`config.mk`:
```
export PLATFORM = sky130hd
export DESIGN_NAME = fcore_slice
export DESIGN_NICKNAME = d
export VERILOG_FILES = /design/src/logic/fcore_isa_pkg.sv /design/src/logic/fcore_slice.sv /design/src/logic/result_writeback.sv /design/src/logic/logic_unit.sv /design/src/logic/bitmanip_unit.sv /design/src/logic/operand_fetch.sv /design/src/logic/register_file.sv
export SDC_FILE = /design/constraint.sdc
export NUM_CORES = 1
export LEC_CHECK = 0
export CAP_MARGIN = 15
export CELL_PAD_IN_SITES_DETAIL_PLACEMENT = 0
export CELL_PAD_IN_SITES_GLOBAL_PLACEMENT = 2
export CORE_ASPECT_RATIO = 0.75
export CORE_UTILIZATION = 46
export DETAILED_ROUTE_END_ITERATION = 8
export DONT_BUFFER_PORTS = 1
export PLACE_DENSITY = 0.76
export SYNTH_ARGS = -nofsm -noshare
export SYNTH_HDL_FRONTEND = slang
export SYNTH_SLANG_ARGS = --single-unit
export TNS_END_PERCENT = 50
```
`constraint.sdc`:
```
create_clock -name clock -period 4.6 [get_ports clock]
set_input_delay 0.23 -clock clock [delete_from_list [all_inputs] [get_ports clock]]
set_output_delay 0.23 -clock clock [all_outputs]
set_load 0.01 [all_outputs]
```
`src/logic/fcore_isa_pkg.sv`:
```
/*
 * Instruction set and datapath definitions for the control core execution slice.
 * Holds the register and result sizes, the register index type and the opcode map.
 */
package fcore_isa_pkg;

    // Datapath sizes
    localparam int data_width     = 32;
    localparam int reg_count      = 16;
    localparam int reg_addr_width = 4;
    localparam int opcode_width   = 6;

    typedef logic [data_width-1:0]     data_t;
    typedef logic [reg_addr_width-1:0] reg_addr_t;

    // Opcode values not listed here are undefined and retire without a result
    typedef enum logic [opcode_width-1:0] {
        op_nop    = 6'd0,
        op_add    = 6'd1,
        op_sub    = 6'd2,
        op_popcnt = 6'd3,
        op_and    = 6'd4,
        op_bext   = 6'd5,
        op_or     = 6'd6,
        op_bset   = 6'd7,
        op_xor    = 6'd8,
        op_ldi    = 6'd9
    } op_t;

endpackage
```
`src/logic/fcore_slice.sv`:
```
/*
 * Execution slice of the control core.
 * Issue stage, register file, bit manipulation and logic units, and writeback.
 */
`timescale 1ns/100ps

module fcore_slice (
    input  logic                     clock,
    input  logic                     rst_n,
    input  logic                     instr_valid,
    input  fcore_isa_pkg::op_t       instr_op,
    input  fcore_isa_pkg::reg_addr_t instr_dest,
    input  fcore_isa_pkg::reg_addr_t instr_src_a,
    input  fcore_isa_pkg::reg_addr_t instr_src_b,
    input  fcore_isa_pkg::reg_addr_t instr_src_c,
    input  fcore_isa_pkg::data_t     instr_imm,
    output logic                     busy,
    output logic                     result_valid,
    output fcore_isa_pkg::reg_addr_t result_dest,
    output fcore_isa_pkg::data_t     result_data
);
    import fcore_isa_pkg::*;

    reg_addr_t rd_addr_a, rd_addr_b, rd_addr_c;
    data_t     rd_data_a, rd_data_b, rd_data_c;

    logic      bm_valid, lu_valid;
    op_t       issue_op;
    reg_addr_t issue_dest;
    data_t     operand_a, operand_b, operand_c, issue_imm;

    logic      bm_result_valid, lu_result_valid;
    reg_addr_t bm_result_dest, lu_result_dest;
    data_t     bm_result_data, lu_result_data;

    logic      wr_en;
    reg_addr_t wr_addr;
    data_t     wr_data;

    operand_fetch u_fetch (
        .clock, .rst_n,
        .instr_valid, .instr_op, .instr_dest,
        .instr_src_a, .instr_src_b, .instr_src_c, .instr_imm,
        .rd_data_a, .rd_data_b, .rd_data_c,
        .rd_addr_a, .rd_addr_b, .rd_addr_c,
        .busy, .bm_valid, .lu_valid,
        .issue_op, .issue_dest,
        .operand_a, .operand_b, .operand_c, .issue_imm
    );

    register_file u_regs (
        .clock, .rst_n,
        .rd_addr_a, .rd_addr_b, .rd_addr_c,
        .wr_en, .wr_addr, .wr_data,
        .rd_data_a, .rd_data_b, .rd_data_c
    );

    bitmanip_unit u_bitmanip (
        .clock, .rst_n,
        .bm_valid, .issue_op, .issue_dest,
        .operand_a, .operand_b, .operand_c,
        .bm_result_valid, .bm_result_dest, .bm_result_data
    );

    logic_unit u_logic (
        .clock, .rst_n,
        .lu_valid, .issue_op, .issue_dest,
        .operand_a, .operand_b, .issue_imm,
        .lu_result_valid, .lu_result_dest, .lu_result_data
    );

    result_writeback u_writeback (
        .clock, .rst_n,
        .bm_result_valid, .bm_result_dest, .bm_result_data,
        .lu_result_valid, .lu_result_dest, .lu_result_data,
        .wr_en, .wr_addr, .wr_data,
        .result_valid, .result_dest, .result_data
    );

endmodule

```
`src/logic/result_writeback.sv`:
```
/*
 * Writeback stage.
 * Merges the two unit results, drives the register file write port and
 * reports each retired result one cycle later.
 */
`timescale 1ns/100ps

module result_writeback (
    input  logic                     clock,
    input  logic                     rst_n,
    input  logic                     bm_result_valid,
    input  fcore_isa_pkg::reg_addr_t bm_result_dest,
    input  fcore_isa_pkg::data_t     bm_result_data,
    input  logic                     lu_result_valid,
    input  fcore_isa_pkg::reg_addr_t lu_result_dest,
    input  fcore_isa_pkg::data_t     lu_result_data,
    output logic                     wr_en,
    output fcore_isa_pkg::reg_addr_t wr_addr,
    output fcore_isa_pkg::data_t     wr_data,
    output logic                     result_valid,
    output fcore_isa_pkg::reg_addr_t result_dest,
    output fcore_isa_pkg::data_t     result_data
);
    import fcore_isa_pkg::*;

    // Idle units drive zeros, so an OR picks whichever one has a result
    assign wr_en   = bm_result_valid | lu_result_valid;
    assign wr_addr = bm_result_dest | lu_result_dest;
    assign wr_data = bm_result_data | lu_result_data;

    // The register file takes the write on the same edge that loads the report
    always_ff @(posedge clock) begin
        if (!rst_n) begin
            result_valid <= 1'b0;
            result_dest  <= '0;
            result_data  <= '0;
        end else begin
            result_valid <= wr_en;
            result_dest  <= wr_addr;
            result_data  <= wr_data;
        end
    end

    a_single_unit_result : assert property (
        @(posedge clock) disable iff (!rst_n) !(bm_result_valid && lu_result_valid)
    );

endmodule

```
`src/logic/logic_unit.sv`:
```
/*
 * Logic and arithmetic unit.
 * Add, subtract, bitwise and, or, xor and load immediate, each registered
 * in a single cycle.
 */
`timescale 1ns/100ps

module logic_unit (
    input  logic                     clock,
    input  logic                     rst_n,
    input  logic                     lu_valid,
    input  fcore_isa_pkg::op_t       issue_op,
    input  fcore_isa_pkg::reg_addr_t issue_dest,
    input  fcore_isa_pkg::data_t     operand_a,
    input  fcore_isa_pkg::data_t     operand_b,
    input  fcore_isa_pkg::data_t     issue_imm,
    output logic                     lu_result_valid,
    output fcore_isa_pkg::reg_addr_t lu_result_dest,
    output fcore_isa_pkg::data_t     lu_result_data
);
    import fcore_isa_pkg::*;

    data_t lu_value;

    // Add and sub wrap modulo 2^32
    always_comb begin
        case (issue_op)
            op_add:  lu_value = operand_a + operand_b;
            op_sub:  lu_value = operand_a - operand_b;
            op_and:  lu_value = operand_a & operand_b;
            op_or:   lu_value = operand_a | operand_b;
            op_xor:  lu_value = operand_a ^ operand_b;
            op_ldi:  lu_value = issue_imm;
            default: lu_value = '0;
        endcase
    end

    // Outputs stay at zero whenever there is no result, so writeback can OR them
    always_ff @(posedge clock) begin
        if (!rst_n) begin
            lu_result_valid <= 1'b0;
            lu_result_dest  <= '0;
            lu_result_data  <= '0;
        end else if (lu_valid) begin
            lu_result_valid <= 1'b1;
            lu_result_dest  <= issue_dest;
            lu_result_data  <= lu_value;
        end else begin
            lu_result_valid <= 1'b0;
            lu_result_dest  <= '0;
            lu_result_data  <= '0;
        end
    end

endmodule

```
`src/logic/bitmanip_unit.sv`:
```
/*
 * Bit manipulation unit.
 * Bit extract and bit set finish in one cycle. Popcount is a two stage pipeline
 * that counts each 16-bit half first and adds the partial counts after.
 */
`timescale 1ns/100ps

module bitmanip_unit (
    input  logic                     clock,
    input  logic                     rst_n,
    input  logic                     bm_valid,
    input  fcore_isa_pkg::op_t       issue_op,
    input  fcore_isa_pkg::reg_addr_t issue_dest,
    input  fcore_isa_pkg::data_t     operand_a,
    input  fcore_isa_pkg::data_t     operand_b,
    input  fcore_isa_pkg::data_t     operand_c,
    output logic                     bm_result_valid,
    output fcore_isa_pkg::reg_addr_t bm_result_dest,
    output fcore_isa_pkg::data_t     bm_result_data
);
    import fcore_isa_pkg::*;

    logic [$clog2(data_width)-1:0] bit_index;
    data_t                         bset_value;

    logic                          s1_valid;
    reg_addr_t                     s1_dest;
    logic [$clog2(data_width/2):0] partial_lo;
    logic [$clog2(data_width/2):0] partial_hi;

    // Single cycle path result (bext, bset)
    logic      sc_valid;
    reg_addr_t sc_dest;
    data_t     sc_data;

    // Popcount path result
    logic      pc_valid;
    reg_addr_t pc_dest;
    data_t     pc_data;

    function automatic logic [$clog2(data_width/2):0] count_half(
        input logic [data_width/2-1:0] half
    );
        logic [$clog2(data_width/2):0] count;
        count = '0;
        for (int i = 0; i < data_width/2; i++) begin
            count = count + half[i];
        end
        return count;
    endfunction

    assign bit_index = operand_b[$clog2(data_width)-1:0];

    always_comb begin
        bset_value            = operand_a;
        bset_value[bit_index] = operand_c[0];
    end

    always_ff @(posedge clock) begin
        if (!rst_n) begin
            sc_valid <= 1'b0;
            sc_dest  <= '0;
            sc_data  <= '0;
        end else begin
            sc_valid <= 1'b0;
            sc_dest  <= '0;
            sc_data  <= '0;
            if (bm_valid && issue_op == op_bext) begin
                sc_valid <= 1'b1;
                sc_dest  <= issue_dest;
                sc_data  <= data_t'(operand_a[bit_index]);
            end else if (bm_valid && issue_op == op_bset) begin
                sc_valid <= 1'b1;
                sc_dest  <= issue_dest;
                sc_data  <= bset_value;
            end
        end
    end

    // The first popcount stage counts each half on its own
    always_ff @(posedge clock) begin
        if (!rst_n) begin
            s1_valid <= 1'b0;
        end else begin
            s1_valid <= bm_valid && (issue_op == op_popcnt);
        end
    end

    always_ff @(posedge clock) begin
        s1_dest    <= issue_dest;
        partial_lo <= count_half(operand_a[data_width/2-1:0]);
        partial_hi <= count_half(operand_a[data_width-1:data_width/2]);
    end

    // Second stage adds the halves; idle cycles leave the outputs at zero
    always_ff @(posedge clock) begin
        if (!rst_n) begin
            pc_valid <= 1'b0;
            pc_dest  <= '0;
            pc_data  <= '0;
        end else begin
            pc_valid <= s1_valid;
            pc_dest  <= s1_valid ? s1_dest : '0;
            pc_data  <= s1_valid ? data_t'(partial_lo) + data_t'(partial_hi) : '0;
        end
    end

    assign bm_result_valid = sc_valid | pc_valid;
    assign bm_result_dest  = sc_dest | pc_dest;
    assign bm_result_data  = sc_data | pc_data;

    // A popcount blocks the next issue slot, so no bext or bset can follow it directly
    a_popcnt_path_alone : assert property (
        @(posedge clock) disable iff (!rst_n)
        (bm_valid && issue_op == op_popcnt) |=>
            !(bm_valid && (issue_op == op_bext || issue_op == op_bset))
    );

endmodule

```
`src/logic/operand_fetch.sv`:
```
/*
 * Issue stage of the execution slice.
 * Samples the instruction strobe, starts the operand reads and one cycle later
 * hands the instruction to the unit that owns its opcode. Raises busy for the
 * extra popcount cycle.
 */
`timescale 1ns/100ps

module operand_fetch (
    input  logic                     clock,
    input  logic                     rst_n,
    input  logic                     instr_valid,
    input  fcore_isa_pkg::op_t       instr_op,
    input  fcore_isa_pkg::reg_addr_t instr_dest,
    input  fcore_isa_pkg::reg_addr_t instr_src_a,
    input  fcore_isa_pkg::reg_addr_t instr_src_b,
    input  fcore_isa_pkg::reg_addr_t instr_src_c,
    input  fcore_isa_pkg::data_t     instr_imm,
    input  fcore_isa_pkg::data_t     rd_data_a,
    input  fcore_isa_pkg::data_t     rd_data_b,
    input  fcore_isa_pkg::data_t     rd_data_c,
    output fcore_isa_pkg::reg_addr_t rd_addr_a,
    output fcore_isa_pkg::reg_addr_t rd_addr_b,
    output fcore_isa_pkg::reg_addr_t rd_addr_c,
    output logic                     busy,
    output logic                     bm_valid,
    output logic                     lu_valid,
    output fcore_isa_pkg::op_t       issue_op,
    output fcore_isa_pkg::reg_addr_t issue_dest,
    output fcore_isa_pkg::data_t     operand_a,
    output fcore_isa_pkg::data_t     operand_b,
    output fcore_isa_pkg::data_t     operand_c,
    output fcore_isa_pkg::data_t     issue_imm
);
    import fcore_isa_pkg::*;

    logic      s0_valid;
    op_t       s0_op;
    reg_addr_t s0_dest;
    data_t     s0_imm;
    logic      s0_is_bm;
    logic      s0_is_lu;

    // The register file samples the source fields on the same edge as we do
    assign rd_addr_a = instr_src_a;
    assign rd_addr_b = instr_src_b;
    assign rd_addr_c = instr_src_c;

    always_ff @(posedge clock) begin
        if (!rst_n) begin
            s0_valid <= 1'b0;
        end else begin
            s0_valid <= instr_valid;
        end
    end

    always_ff @(posedge clock) begin
        s0_op   <= instr_op;
        s0_dest <= instr_dest;
        s0_imm  <= instr_imm;
    end

    // Route by opcode; nop and undefined codes select no unit
    always_comb begin
        s0_is_bm = 1'b0;
        s0_is_lu = 1'b0;
        case (s0_op)
            op_popcnt, op_bext, op_bset: s0_is_bm = s0_valid;
            op_add, op_sub, op_and, op_or, op_xor, op_ldi: s0_is_lu = s0_valid;
            default: begin
                s0_is_bm = 1'b0;
                s0_is_lu = 1'b0;
            end
        endcase
    end

    always_ff @(posedge clock) begin
        if (!rst_n) begin
            bm_valid <= 1'b0;
            lu_valid <= 1'b0;
            busy     <= 1'b0;
        end else begin
            bm_valid <= s0_is_bm;
            lu_valid <= s0_is_lu;
            // One blocked slot keeps popcount and a later op out of writeback together
            busy     <= instr_valid && (instr_op == op_popcnt);
        end
    end

    // Operands arrive from the register file one cycle after sampling
    always_ff @(posedge clock) begin
        issue_op   <= s0_op;
        issue_dest <= s0_dest;
        issue_imm  <= s0_imm;
        operand_a  <= rd_data_a;
        operand_b  <= rd_data_b;
        operand_c  <= rd_data_c;
    end

    // The sequencer has to hold off while the popcount slot is blocked
    a_no_issue_while_busy : assert property (
        @(posedge clock) disable iff (!rst_n) busy |-> !instr_valid
    );

endmodule

```
`src/logic/register_file.sv`:
```
/*
 * General purpose register file of the execution slice.
 * Three synchronous read ports and one write port; a read on the same edge
 * as a write to that register returns the value stored before the write.
 */
`timescale 1ns/100ps

module register_file (
    input  logic                     clock,
    input  logic                     rst_n,
    input  fcore_isa_pkg::reg_addr_t rd_addr_a,
    input  fcore_isa_pkg::reg_addr_t rd_addr_b,
    input  fcore_isa_pkg::reg_addr_t rd_addr_c,
    input  logic                     wr_en,
    input  fcore_isa_pkg::reg_addr_t wr_addr,
    input  fcore_isa_pkg::data_t     wr_data,
    output fcore_isa_pkg::data_t     rd_data_a,
    output fcore_isa_pkg::data_t     rd_data_b,
    output fcore_isa_pkg::data_t     rd_data_c
);
    import fcore_isa_pkg::*;

    data_t regs [reg_count];

    // Storage is cleared at reset so every register starts at zero
    always_ff @(posedge clock) begin
        if (!rst_n) begin
            for (int i = 0; i < reg_count; i++) begin
                regs[i] <= '0;
            end
        end else if (wr_en) begin
            regs[wr_addr] <= wr_data;
        end
    end

    // Registered reads see the array contents from before this edge's write
    always_ff @(posedge clock) begin
        rd_data_a <= regs[rd_addr_a];
        rd_data_b <= regs[rd_addr_b];
        rd_data_c <= regs[rd_addr_c];
    end

endmodule

```
==> results.sh, run 1 <==
export IMPL_yosysTopAreaCell="edfxtp_1"
export IMPL_vias=26200
export IMPL_synth_top_area_share_pct=38.9
export IMPL_grt_max_degree=129
export IMPL_status="finished clean"
export IMPL_synthAdderAreaFrac_pct=4.76
export IMPL_hold_path_class="in -> reg"
export IMPL_mostFrequentLayoutCells="nor2_1, edfxtp_1, dfxtp_1, mux4_2, ha_1"
export IMPL_ys_warn_count=0
export IMPL_wl_per_cell_um=32.2
export IMPL_drv_cap=0
export IMPL_fp_dieArea_mm2=0.0871
export IMPL_worstMarginPinSlew_ns=1.16
export IMPL_antenna_left=0
export IMPL_overflow=0
export IMPL_ys_ff_latch=867
export IMPL_drive_gt1_share_pct=20.9
export IMPL_muxShareOfSynthArea_pct=19.5
export IMPL_die_w_um=340
export IMPL_area_delta_synth_final_pct=12.9
export IMPL_critical_path_class="reg -> reg"
export IMPL_cp_data_arrival_time_ns=4.82
export IMPL_path_buf_inv=0
export IMPL_finalCritPeriodShare_pct=92.7
export IMPL_routed_wl_um=134000
export IMPL_design_core_area_mm2=0.0845
export IMPL_drc=0
export IMPL_drt_iter0_drc=3413
export IMPL_cts_tree="built"
export IMPL_synth_compound_area_share_pct=4.62
export IMPL_synth_area_per_cell_um2=13.6
export IMPL_placed_area_mm2=0.0411
export IMPL_fmax_mhz=235
export IMPL_cts_root_buffer="clkbuf_16"
export IMPL_first_global_vias=26000
export IMPL_antenna_found_initial=8
export IMPL_nets=3148
export IMPL_synthCells=2913
export IMPL_drtPass1Iterations=6
export IMPL_start_util_pct=46.8
export IMPL_clkSinkCount=867
export IMPL_vdd_drop_max_uv=270
export IMPL_worstPathCellList="nor3_1 > and3_1 > a41oi_1 > xnor2_1 > ha_1 > a21oi_1 > o21ai_1 > or3b_1 > a211oi_2 > o21ai_1 > a31oi_1 > nor4_1 > a211o_1"
export IMPL_setup_viol=0
export IMPL_leakage_nw=15.8
export IMPL_critical_path_top_delay_family="compound AO/OA/AOI/OAI gates"
export IMPL_vias_per_cell=6.30
export IMPL_cts_buffer_depth=3
export IMPL_slowest_stage="and3_1"
export IMPL_layout_setup_ws_ns=0.336
export IMPL_synth_cell_types=73
export IMPL_grt_pass1_wl_um=189000
export IMPL_period_needed_ns=4.26
export IMPL_path_clk_slew_ns=0.07
export IMPL_die_h_um=256
export IMPL_relSlewSlack_pct=22.2
export IMPL_synthSimpleGateAreaFrac_pct=9.77
export IMPL_row_count=92
export IMPL_dp_hpwl_um=80100
export IMPL_cts_inserted_buffers=86
export IMPL_synth_async_sr_flop_share_pct=0
export IMPL_slew_violations=0
export IMPL_synth_edf_count=512
export IMPL_io_buffers=0
export IMPL_yosys_top_cells_area="edfxtp_1, mux4_2, dfxtp_1"
export IMPL_crit_path_frequent_cell="o21ai_1"
export IMPL_hold_viol_final=0
export IMPL_post_cts_buffers=0
export IMPL_final_common_cell="nor2_1"
export IMPL_yosysSeqAreaShare_pct=56.9
export IMPL_tns_ns=0
export IMPL_worstSetupEndpointType="register"
export IMPL_place_worst_setup_slack_ns=0.392
export IMPL_p_per_area_mw_per_mm2=425
export IMPL_synth_xor_area_share_pct=1.31
export IMPL_startpoint_type="register"
export IMPL_worst_path_max_fanout=10
export IMPL_io_pins=95
export IMPL_fin_area_mm2=0.0446
export IMPL_clock_skew_ns=0.0191
export IMPL_synth_main_ff_cell="edfxtp_1"
export IMPL_cts_max_level=3
export IMPL_reg2reg_slack_ns=0.34
export IMPL_synth_nets=3107
export IMPL_synth_area_mm2=0.0395
export IMPL_rsz0062_at_grt="false"
export IMPL_gp_congestion=0.905
export IMPL_grt_total_usage_pct=30.7
export IMPL_synth_top_family_by_area="multiplexers"
export IMPL_slowest_delay_ns=0.65
export IMPL_cp_required_ns=5.16
export IMPL_clk_latency_ns=0.67
## metal layers
metal  vias up  routed length [µm]  track usage (%)  share of wire (%)
met5         -                   0             1.37                  0
met4         0                4970             11.4                3.7
met3       264               14000             7.18                 10
met2      1513               61300             47.3                 46
met1     13500               53900             42.5                 40
li1      10900                   -                -                  -
## sequential cells by signal, summed over array words and instances, names as in the netlist, 5 cells and up
register and cells:
u_bitmanip.partial_hi 5, u_bitmanip.partial_lo 5, u_bitmanip.pc_data 6, u_bitmanip.sc_data 32, u_fetch.issue_imm 32, u_fetch.issue_op 6
u_fetch.operand_a 32, u_fetch.operand_b 32, u_fetch.s0_imm 32, u_fetch.s0_op 6, u_logic.lu_result_data 32, u_regs.rd_data_a 32
u_regs.rd_data_b 32, u_regs.regs 512, u_writeback.result_data 32
## through the flow
step	cells	hold slack, ns	total power, mW	utilization [%]
finish	4158	0.0165	19.0	52.8
global route	4157	0.0139	19.6	52.8
CTS	4152	0.000741	19.0	52.8
detailed placement	3933	0.258	11.9	48.6
global placement	3932	0.258	11.8	48.6
floorplan	2913	0.258	11.0	-
## final timing paths
check	from	endpoint	depth (start not counted)
hold reg to reg	u_regs.rd_data_a[4]	u_fetch.operand_a[4]	0
hold / removal	instr_src_a[0]	u_regs.rd_data_a[5]	2
setup reg to reg	u_fetch.issue_op[0]	u_logic.lu_result_data[25]	13
setup / recovery	u_fetch.issue_op[0]	u_logic.lu_result_data[25]	13
## kinds of logic (layout without fill, tap and decap cells)
kind of cell / after synthesis / in the layout
flops: 867 / 867
other cells: 0 / 5
mux: 354 / 354
compound gates: 275 / 275
simple gates: 906 / 906
xor+xnor: 59 / 59
fa+ha+maj: 137 / 137
buf+inv: 315 / 427
## cells in the mapped netlist, types with 4 or more instances
| cell | count |
|---|---|
| mux4_2 | 333 |
| fa_1 | 22 |
| dfxtp_1 | 355 |
| clkbuf_1 | 166 |
| nand3_1 | 24 |
| a211oi_1 | 5 |
| o21ai_0 | 21 |
| nor2_1 | 638 |
| nor3_1 | 27 |
| nand2_1 | 86 |
| a22oi_1 | 8 |
| a31oi_1 | 31 |
| mux2i_1 | 21 |
| a21oi_1 | 102 |
| nor2b_1 | 49 |
| buf_2 | 9 |
| edfxtp_1 | 512 |
| a222oi_1 | 18 |
| xor2_1 | 14 |
| and2_1 | 7 |
| inv_1 | 105 |
| o21a_1 | 6 |
| o21ai_1 | 13 |
| nand2b_1 | 4 |
| nor4_1 | 8 |
| ha_1 | 115 |
| buf_1 | 25 |
| a221oi_1 | 10 |
| a21o_1 | 20 |
| and3_1 | 21 |
| nand4_1 | 16 |
| o22ai_1 | 12 |
| xnor2_1 | 45 |
## repair_timing
item                                    4_1_cts  5_1_grt
resized for setup                             0        1
hold buffers                                 60        0
endpoints found under the hold margin       173        0
endpoints found under the setup margin        0        1
## where the power goes
part / internal [mW] / switching [mW] / total, mW
sequential: 8.60 / 0.374 / 8.97
combinational: 1.33 / 1.59 / 2.92
clock: 3.94 / 3.14 / 7.08
total: 13.9 / 5.10 / 19.0
## area by class of cell
cell class,count,area [µm²]
fill,7114,39900
sequential,867,22500
multi-input combinational,1731,15900
clock buffer,120,2420
timing repair buffer,159,1540
tap,1128,1410
inverter,109,409
clock inverter,39,380
antenna,5,12.5
Note: power is estimated with default switching activity, not from simulation.
==> inputs of run 2 (changes only) <==
--- a/config.mk
+++ b/config.mk
@@ -12,7 +12,8 @@
 export CORE_UTILIZATION = 46
 export DETAILED_ROUTE_END_ITERATION = 8
 export DONT_BUFFER_PORTS = 1
-export PLACE_DENSITY = 0.76
+export HOLD_SLACK_MARGIN = 0.03
+export PLACE_DENSITY = 0.75
 export SYNTH_ARGS = -nofsm -noshare
 export SYNTH_HDL_FRONTEND = slang
 export SYNTH_SLANG_ARGS = --single-unit
==> run 2 against run 1 <==
Effect of this change: via count shrank 2.1%; final cell count grew 0.14%; non-clock buffer count grew 5; die area is the same; register-to-register slack is essentially flat; sequential cell count is the same; worst setup slack gained 0.0076 ns; routed wire length shrank 2.6%; sequential share of layout area shrank 0.14 points; combinational power is essentially flat; critical path type unchanged; largest power group unchanged; highest routed layer is now met5.
==> results.sh, run 2 (same netlist as run 1, synthesis figures left out) <==
export IMPL_status="finished clean"
export IMPL_largest_reg_flops=512
export IMPL_io_buffers=0
export IMPL_cts_buffer_depth=3
export IMPL_fp_dieArea_mm2=0.0871
export IMPL_slew_violations=0
export IMPL_worstMarginPinSlew_ns=1.18
export IMPL_grt_total_usage_pct=30.2
export IMPL_cp_required_ns=5.14
export IMPL_cts_max_level=3
export IMPL_hold_viol_final=0
export IMPL_start_util_pct=46.8
export IMPL_cts_root_buffer="clkbuf_16"
export IMPL_worst_path_max_fanout=7
export IMPL_cts_inserted_buffers=87
export IMPL_worstSetupEndpointType="register"
export IMPL_worstPathCellList="nor3_1 > and3_1 > buf_4 > a41oi_1 > xnor2_1 > ha_1 > a21oi_1 > o21ai_1 > or3b_1 > a211oi_2 > o21ai_1 > a31oi_1 > nor4_1 > a211o_1"
export IMPL_final_common_cell="nor2_1"
export IMPL_antenna_left=0
export IMPL_gp_congestion=0.874
export IMPL_rsz0062_at_grt="false"
export IMPL_layout_setup_ws_ns=0.344
export IMPL_vias=25600
export IMPL_drive_gt1_share_pct=20.7
export IMPL_antenna_found_initial=8
export IMPL_fill_cells=7148
export IMPL_top_register="u_regs.regs"
export IMPL_relSlewSlack_pct=21.2
export IMPL_setup_worst_path_start="u_fetch.issue_op[0]"
export IMPL_clk_latency_ns=0.67
export IMPL_multi_input_area_mm2=0.0159
export IMPL_vias_per_cell=6.15
export IMPL_p_total_mw=19.1
export IMPL_die_h_um=256
export IMPL_drv_cap=0
export IMPL_area_delta_synth_final_pct=13.2
export IMPL_drtPass1Iterations=6
export IMPL_post_cts_resized=0
export IMPL_slowest_stage="and3_1"
export IMPL_startpoint_type="register"
export IMPL_overflow=0
export IMPL_mostFrequentLayoutCells="nor2_1, edfxtp_1, dfxtp_1, mux4_2, ha_1"
export IMPL_cts_tree="built"
export IMPL_grt_pass1_wl_um=186000
export IMPL_cp_data_arrival_time_ns=4.80
export IMPL_fmax_mhz=235
export IMPL_hp_start="instr_src_a[0]"
export IMPL_vdd_drop_max_uv=279
export IMPL_nets=3154
export IMPL_setup_viol=0
export IMPL_place_worst_setup_slack_ns=0.405
export IMPL_leakage_nw=15.9
export IMPL_register_area_mm2=0.0225
export IMPL_drc=0
export IMPL_design_core_area_mm2=0.0845
export IMPL_dp_hpwl_um=77800
export IMPL_routed_wl_um=131000
export IMPL_clkSinkCount=867
export IMPL_wl_per_cell_um=31.4
export IMPL_grt_max_degree=129
export IMPL_critical_path_class="reg -> reg"
export IMPL_clock_skew_ns=0.0333
export IMPL_worst_hold_slack_ns=0.0420
export IMPL_hold_path_class="in -> reg"
export IMPL_io_pins=95
export IMPL_drt_iter0_drc=3022
export IMPL_first_global_vias=25700
export IMPL_period_needed_ns=4.26
export IMPL_die_w_um=340
export IMPL_tns_ns=0
export IMPL_row_count=92
export IMPL_path_clk_slew_ns=0.07
export IMPL_r2r_start="u_fetch.issue_op[0]"
export IMPL_crit_path_frequent_cell="o21ai_1"
export IMPL_fin_util_pct=52.9
export IMPL_finalCritPeriodShare_pct=92.5
export IMPL_slowest_delay_ns=0.54
export IMPL_p_per_area_mw_per_mm2=427
run 2: critical path, delay by kind of cell, from the launching register on:
family / cells / cell delay (ns)
DFF: 1 / 0.37
AOI/OAI and AO/OA: 7 / 1.58
and+or+nand+nor: 4 / 1.39
buffers and inverters: 1 / 0.24
xor gates and xnor gates: 1 / 0.16
adders and majority gates: 1 / 0.38
run 2: report_power, final:
group	internal [mW]	switching, mW
Combinational	1.34	1.56
Sequential	8.60	0.374
Clock	4.08	3.14
Total	14.0	5.07
run 2: final timing paths:
check                          endpoint  slack, ns  depth (start not counted)
max          u_logic.lu_result_data[25]       0.34                         14
min                 u_regs.rd_data_a[4]       0.04                          2
max reg2reg  u_logic.lu_result_data[25]       0.34                         14
min reg2reg       u_fetch.operand_a[27]       0.32                          0
run 2: metal layers:
layer	track usage [%]	up-vias	share of wire, %
met4	9.01	6	3.0
met3	6.80	246	9.8
met5	0	-	0.031
met1	42.2	13100	41
li1	-	10900	-
met2	47.1	1347	46
run 2: cell type report:
type / count / share of cell area (%)
Tap cell: 1128 / 3.16
Sequential cell: 867 / 50.3
Clock buffer: 127 / 5.57
Multi-Input combinational cell: 1731 / 35.6
Clock inverter: 36 / 0.881
Antenna cell: 2 / 0.0112
Inverter: 109 / 0.915
Timing Repair Buffer: 164 / 3.57
run 2: repair_timing:
action,CTS,global route
buffers inserted,0,0
hold buffers,71,1
hold endpoints to repair,169,2
setup endpoints to repair,0,0
run 2: metrics by stage:
stage / cells / cell area (µm²)
after floorplan: 2913 / 39500
after global placement: 3926 / 41000
after detailed placement: 3926 / 41000
after CTS: 4160 / 44700
after global routing: 4162 / 44700
final: 4164 / 44700
==> inputs of run 3 (changes only) <==
--- a/config.mk
+++ b/config.mk
@@ -14,6 +14,7 @@
 export DONT_BUFFER_PORTS = 1
 export HOLD_SLACK_MARGIN = 0.03
 export PLACE_DENSITY = 0.75
+export RECOVER_POWER = 100
 export SYNTH_ARGS = -nofsm -noshare
 export SYNTH_HDL_FRONTEND = slang
 export SYNTH_SLANG_ARGS = --single-unit
==> run 3 against run 2 <==
Effect of this change: the run now ends with max-capacitance violations, max-slew violations left; global-route usage is the same; sequential cell count unchanged; clock skew increased by 0.0012 ns; highest routed layer unchanged; hold slack better by 0.0026 ns; count of clock-buffer cells in the layout did not move; worst setup slack got worse by 0.22 ns; die area unchanged; design area down 0.88%.
==> results.sh, run 3 (same netlist as run 1, synthesis figures left out) <==
export IMPL_status="complete, but fails checks"
export IMPL_violations="max-capacitance violations, max-slew violations"
export IMPL_slew_violations=600
export IMPL_grt_total_usage_pct=30.2
export IMPL_dp_hpwl_um=77800
export IMPL_drt_iter0_drc=2943
export IMPL_drv_cap=21
export IMPL_mostFrequentLayoutCells="nor2_1, edfxtp_1, dfxtp_1, mux4_2, ha_1"
export IMPL_leakage_nw=15.7
export IMPL_cp_required_ns=4.88
export IMPL_finalCritPeriodShare_pct=97.3
export IMPL_worstPathCellList="nor3_1 > nor2b_1 > nand2_2 > clkbuf_2 > nand2_1 > clkbuf_4"
export IMPL_clkSinkCount=867
export IMPL_cts_tree="built"
export IMPL_antenna_found_initial=8
export IMPL_drtPass1Iterations=8
export IMPL_hp_start="instr_src_a[0]"
export IMPL_die_w_um=340
export IMPL_cts_hold_buffers=71
export IMPL_worstMarginPinSlew_ns=2.97
export IMPL_rr_endpoint="u_regs.regs[5][13]"
export IMPL_cts_root_buffer="clkbuf_16"
export IMPL_cts_inserted_buffers=87
export IMPL_vias_per_cell=6.18
export IMPL_fin_util_pct=52.5
export IMPL_hold_path_class="in -> reg"
export IMPL_routed_wl_um=131000
export IMPL_final_common_cell="nor2_1"
export IMPL_whs_endpoint="u_regs.rd_data_a[4]"
export IMPL_area_delta_synth_final_pct=12.2
export IMPL_row_count=92
export IMPL_cp_data_arrival_time_ns=4.76
export IMPL_largest_reg_flops=512
export IMPL_io_buffers=0
export IMPL_antenna_left=0
export IMPL_startpoint_type="register"
export IMPL_die_h_um=256
export IMPL_first_global_vias=25700
export IMPL_start_util_pct=46.8
export IMPL_slowest_stage="nand2_1"
export IMPL_r2r_start="u_bitmanip.pc_dest[1]"
export IMPL_io_pins=95
export IMPL_cts_buffer_depth=3
export IMPL_drive_gt1_share_pct=18.2
export IMPL_grt_max_degree=129
export IMPL_top_register="u_regs.regs"
export IMPL_relSlewSlack_pct=-98.2
export IMPL_r2r_cells=6
export IMPL_gp_congestion=0.874
export IMPL_fmax_mhz=223
export IMPL_vdd_drop_max_uv=281
export IMPL_wl_per_cell_um=31.4
export IMPL_drc=0
export IMPL_tns_ns=0
export IMPL_critical_path_class="reg -> reg"
export IMPL_hold_viol_final=0
export IMPL_path_clk_slew_ns=0.07
export IMPL_overflow=0
export IMPL_hold_path_depth=2
export IMPL_vias=25700
export IMPL_worst_path_max_fanout=33
export IMPL_clock_skew_ns=0.0345
export IMPL_worstSetupEndpointType="register"
export IMPL_post_cts_resized=0
export IMPL_nets=3154
export IMPL_setup_viol=0
export IMPL_cts_max_level=3
export IMPL_rsz0062_at_grt="false"
export IMPL_fp_dieArea_mm2=0.0871
export IMPL_clk_latency_ns=0.68
export IMPL_reg2reg_slack_ns=0.13
export IMPL_period_needed_ns=4.47
export IMPL_post_cts_buffers=0
export IMPL_grt_pass1_wl_um=186000
export IMPL_p_per_area_mw_per_mm2=430
export IMPL_slowest_delay_ns=0.94
export IMPL_design_core_area_mm2=0.0845
run 3: changes by cell type in the layout (fill, tap and decap cells not counted), moves of 5 or more:
| cell | change |
|---|---|
| buf_4 | -57 |
| clkbuf_1 | +48 |
| nand2_1 | +13 |
| nand2_2 | -13 |
| clkbuf_2 | +9 |
| buf_12 | -5 |
run 3: per-stage QoR:
stage	area, µm²	total power, mW	cells	hold WS [ns]	worst slack, ns
6_report	44300	19.1	4164	0.0446	0.126
5_1_grt	44300	19.7	4162	0.0306	0.0355
4_1_cts	44700	19.2	4160	0.0308	0.368
3_5_place_dp	41000	11.8	3926	0.258	0.405
3_3_place_gp	41000	11.8	3926	0.258	0.382
2_1_floorplan	39500	11.0	2913	0.258	0.798
run 3: final cells by class:
cell class | instances | area [µm²]
inverters | 109 | 409
well taps | 1128 | 1410
multi-input cells | 1731 | 15800
diodes | 2 | 5.00
repair buffers | 164 | 1330
clock inverters | 36 | 394
fillers | 7222 | 40200
flip-flops and latches | 867 | 22500
clock buffers | 127 | 2490
run 3: power by group:
part	internal [mW]	switching, mW	total, mW
sequential	8.60	0.374	8.97
clock	4.08	3.15	7.23
combinational	1.31	1.54	2.86
run 3: how the worst max path moves through the flow:
| stage | start | to | slack, ns |
|---|---|---|---|
| after floorplan | u_fetch.issue_op[0] | u_logic.lu_result_data[28] | 0.80 |
| after global placement | u_fetch.issue_op[0] | u_logic.lu_result_data[25] | 0.38 |
| final | u_bitmanip.pc_dest[1] | u_regs.regs[5][13] | 0.13 |
| after detailed placement | u_fetch.issue_op[0] | u_logic.lu_result_data[25] | 0.40 |
| after global routing | u_fetch.issue_op[0] | u_logic.lu_result_data[25] | 0.04 |
| after CTS | u_fetch.issue_op[0] | u_logic.lu_result_data[25] | 0.37 |
run 3: worst max-delay path, delay by kind of cell (launching register included):
| kind | cells | cell delay, ns |
|---|---|---|
| flip-flops | 1 | 0.30 |
| buffers and inverters | 2 | 1.51 |
| AND/OR/NAND/NOR | 4 | 2.24 |
run 3: routing by layer:
layer | GRT usage, % | share of wire (%) | vias up
met3 | 6.80 | 9.8 | 235
met5 | 0 | 0.031 | -
li1 | - | - | 10900
met1 | 42.2 | 41 | 13300
met2 | 47.1 | 47 | 1298
met4 | 9.01 | 2.9 | 6
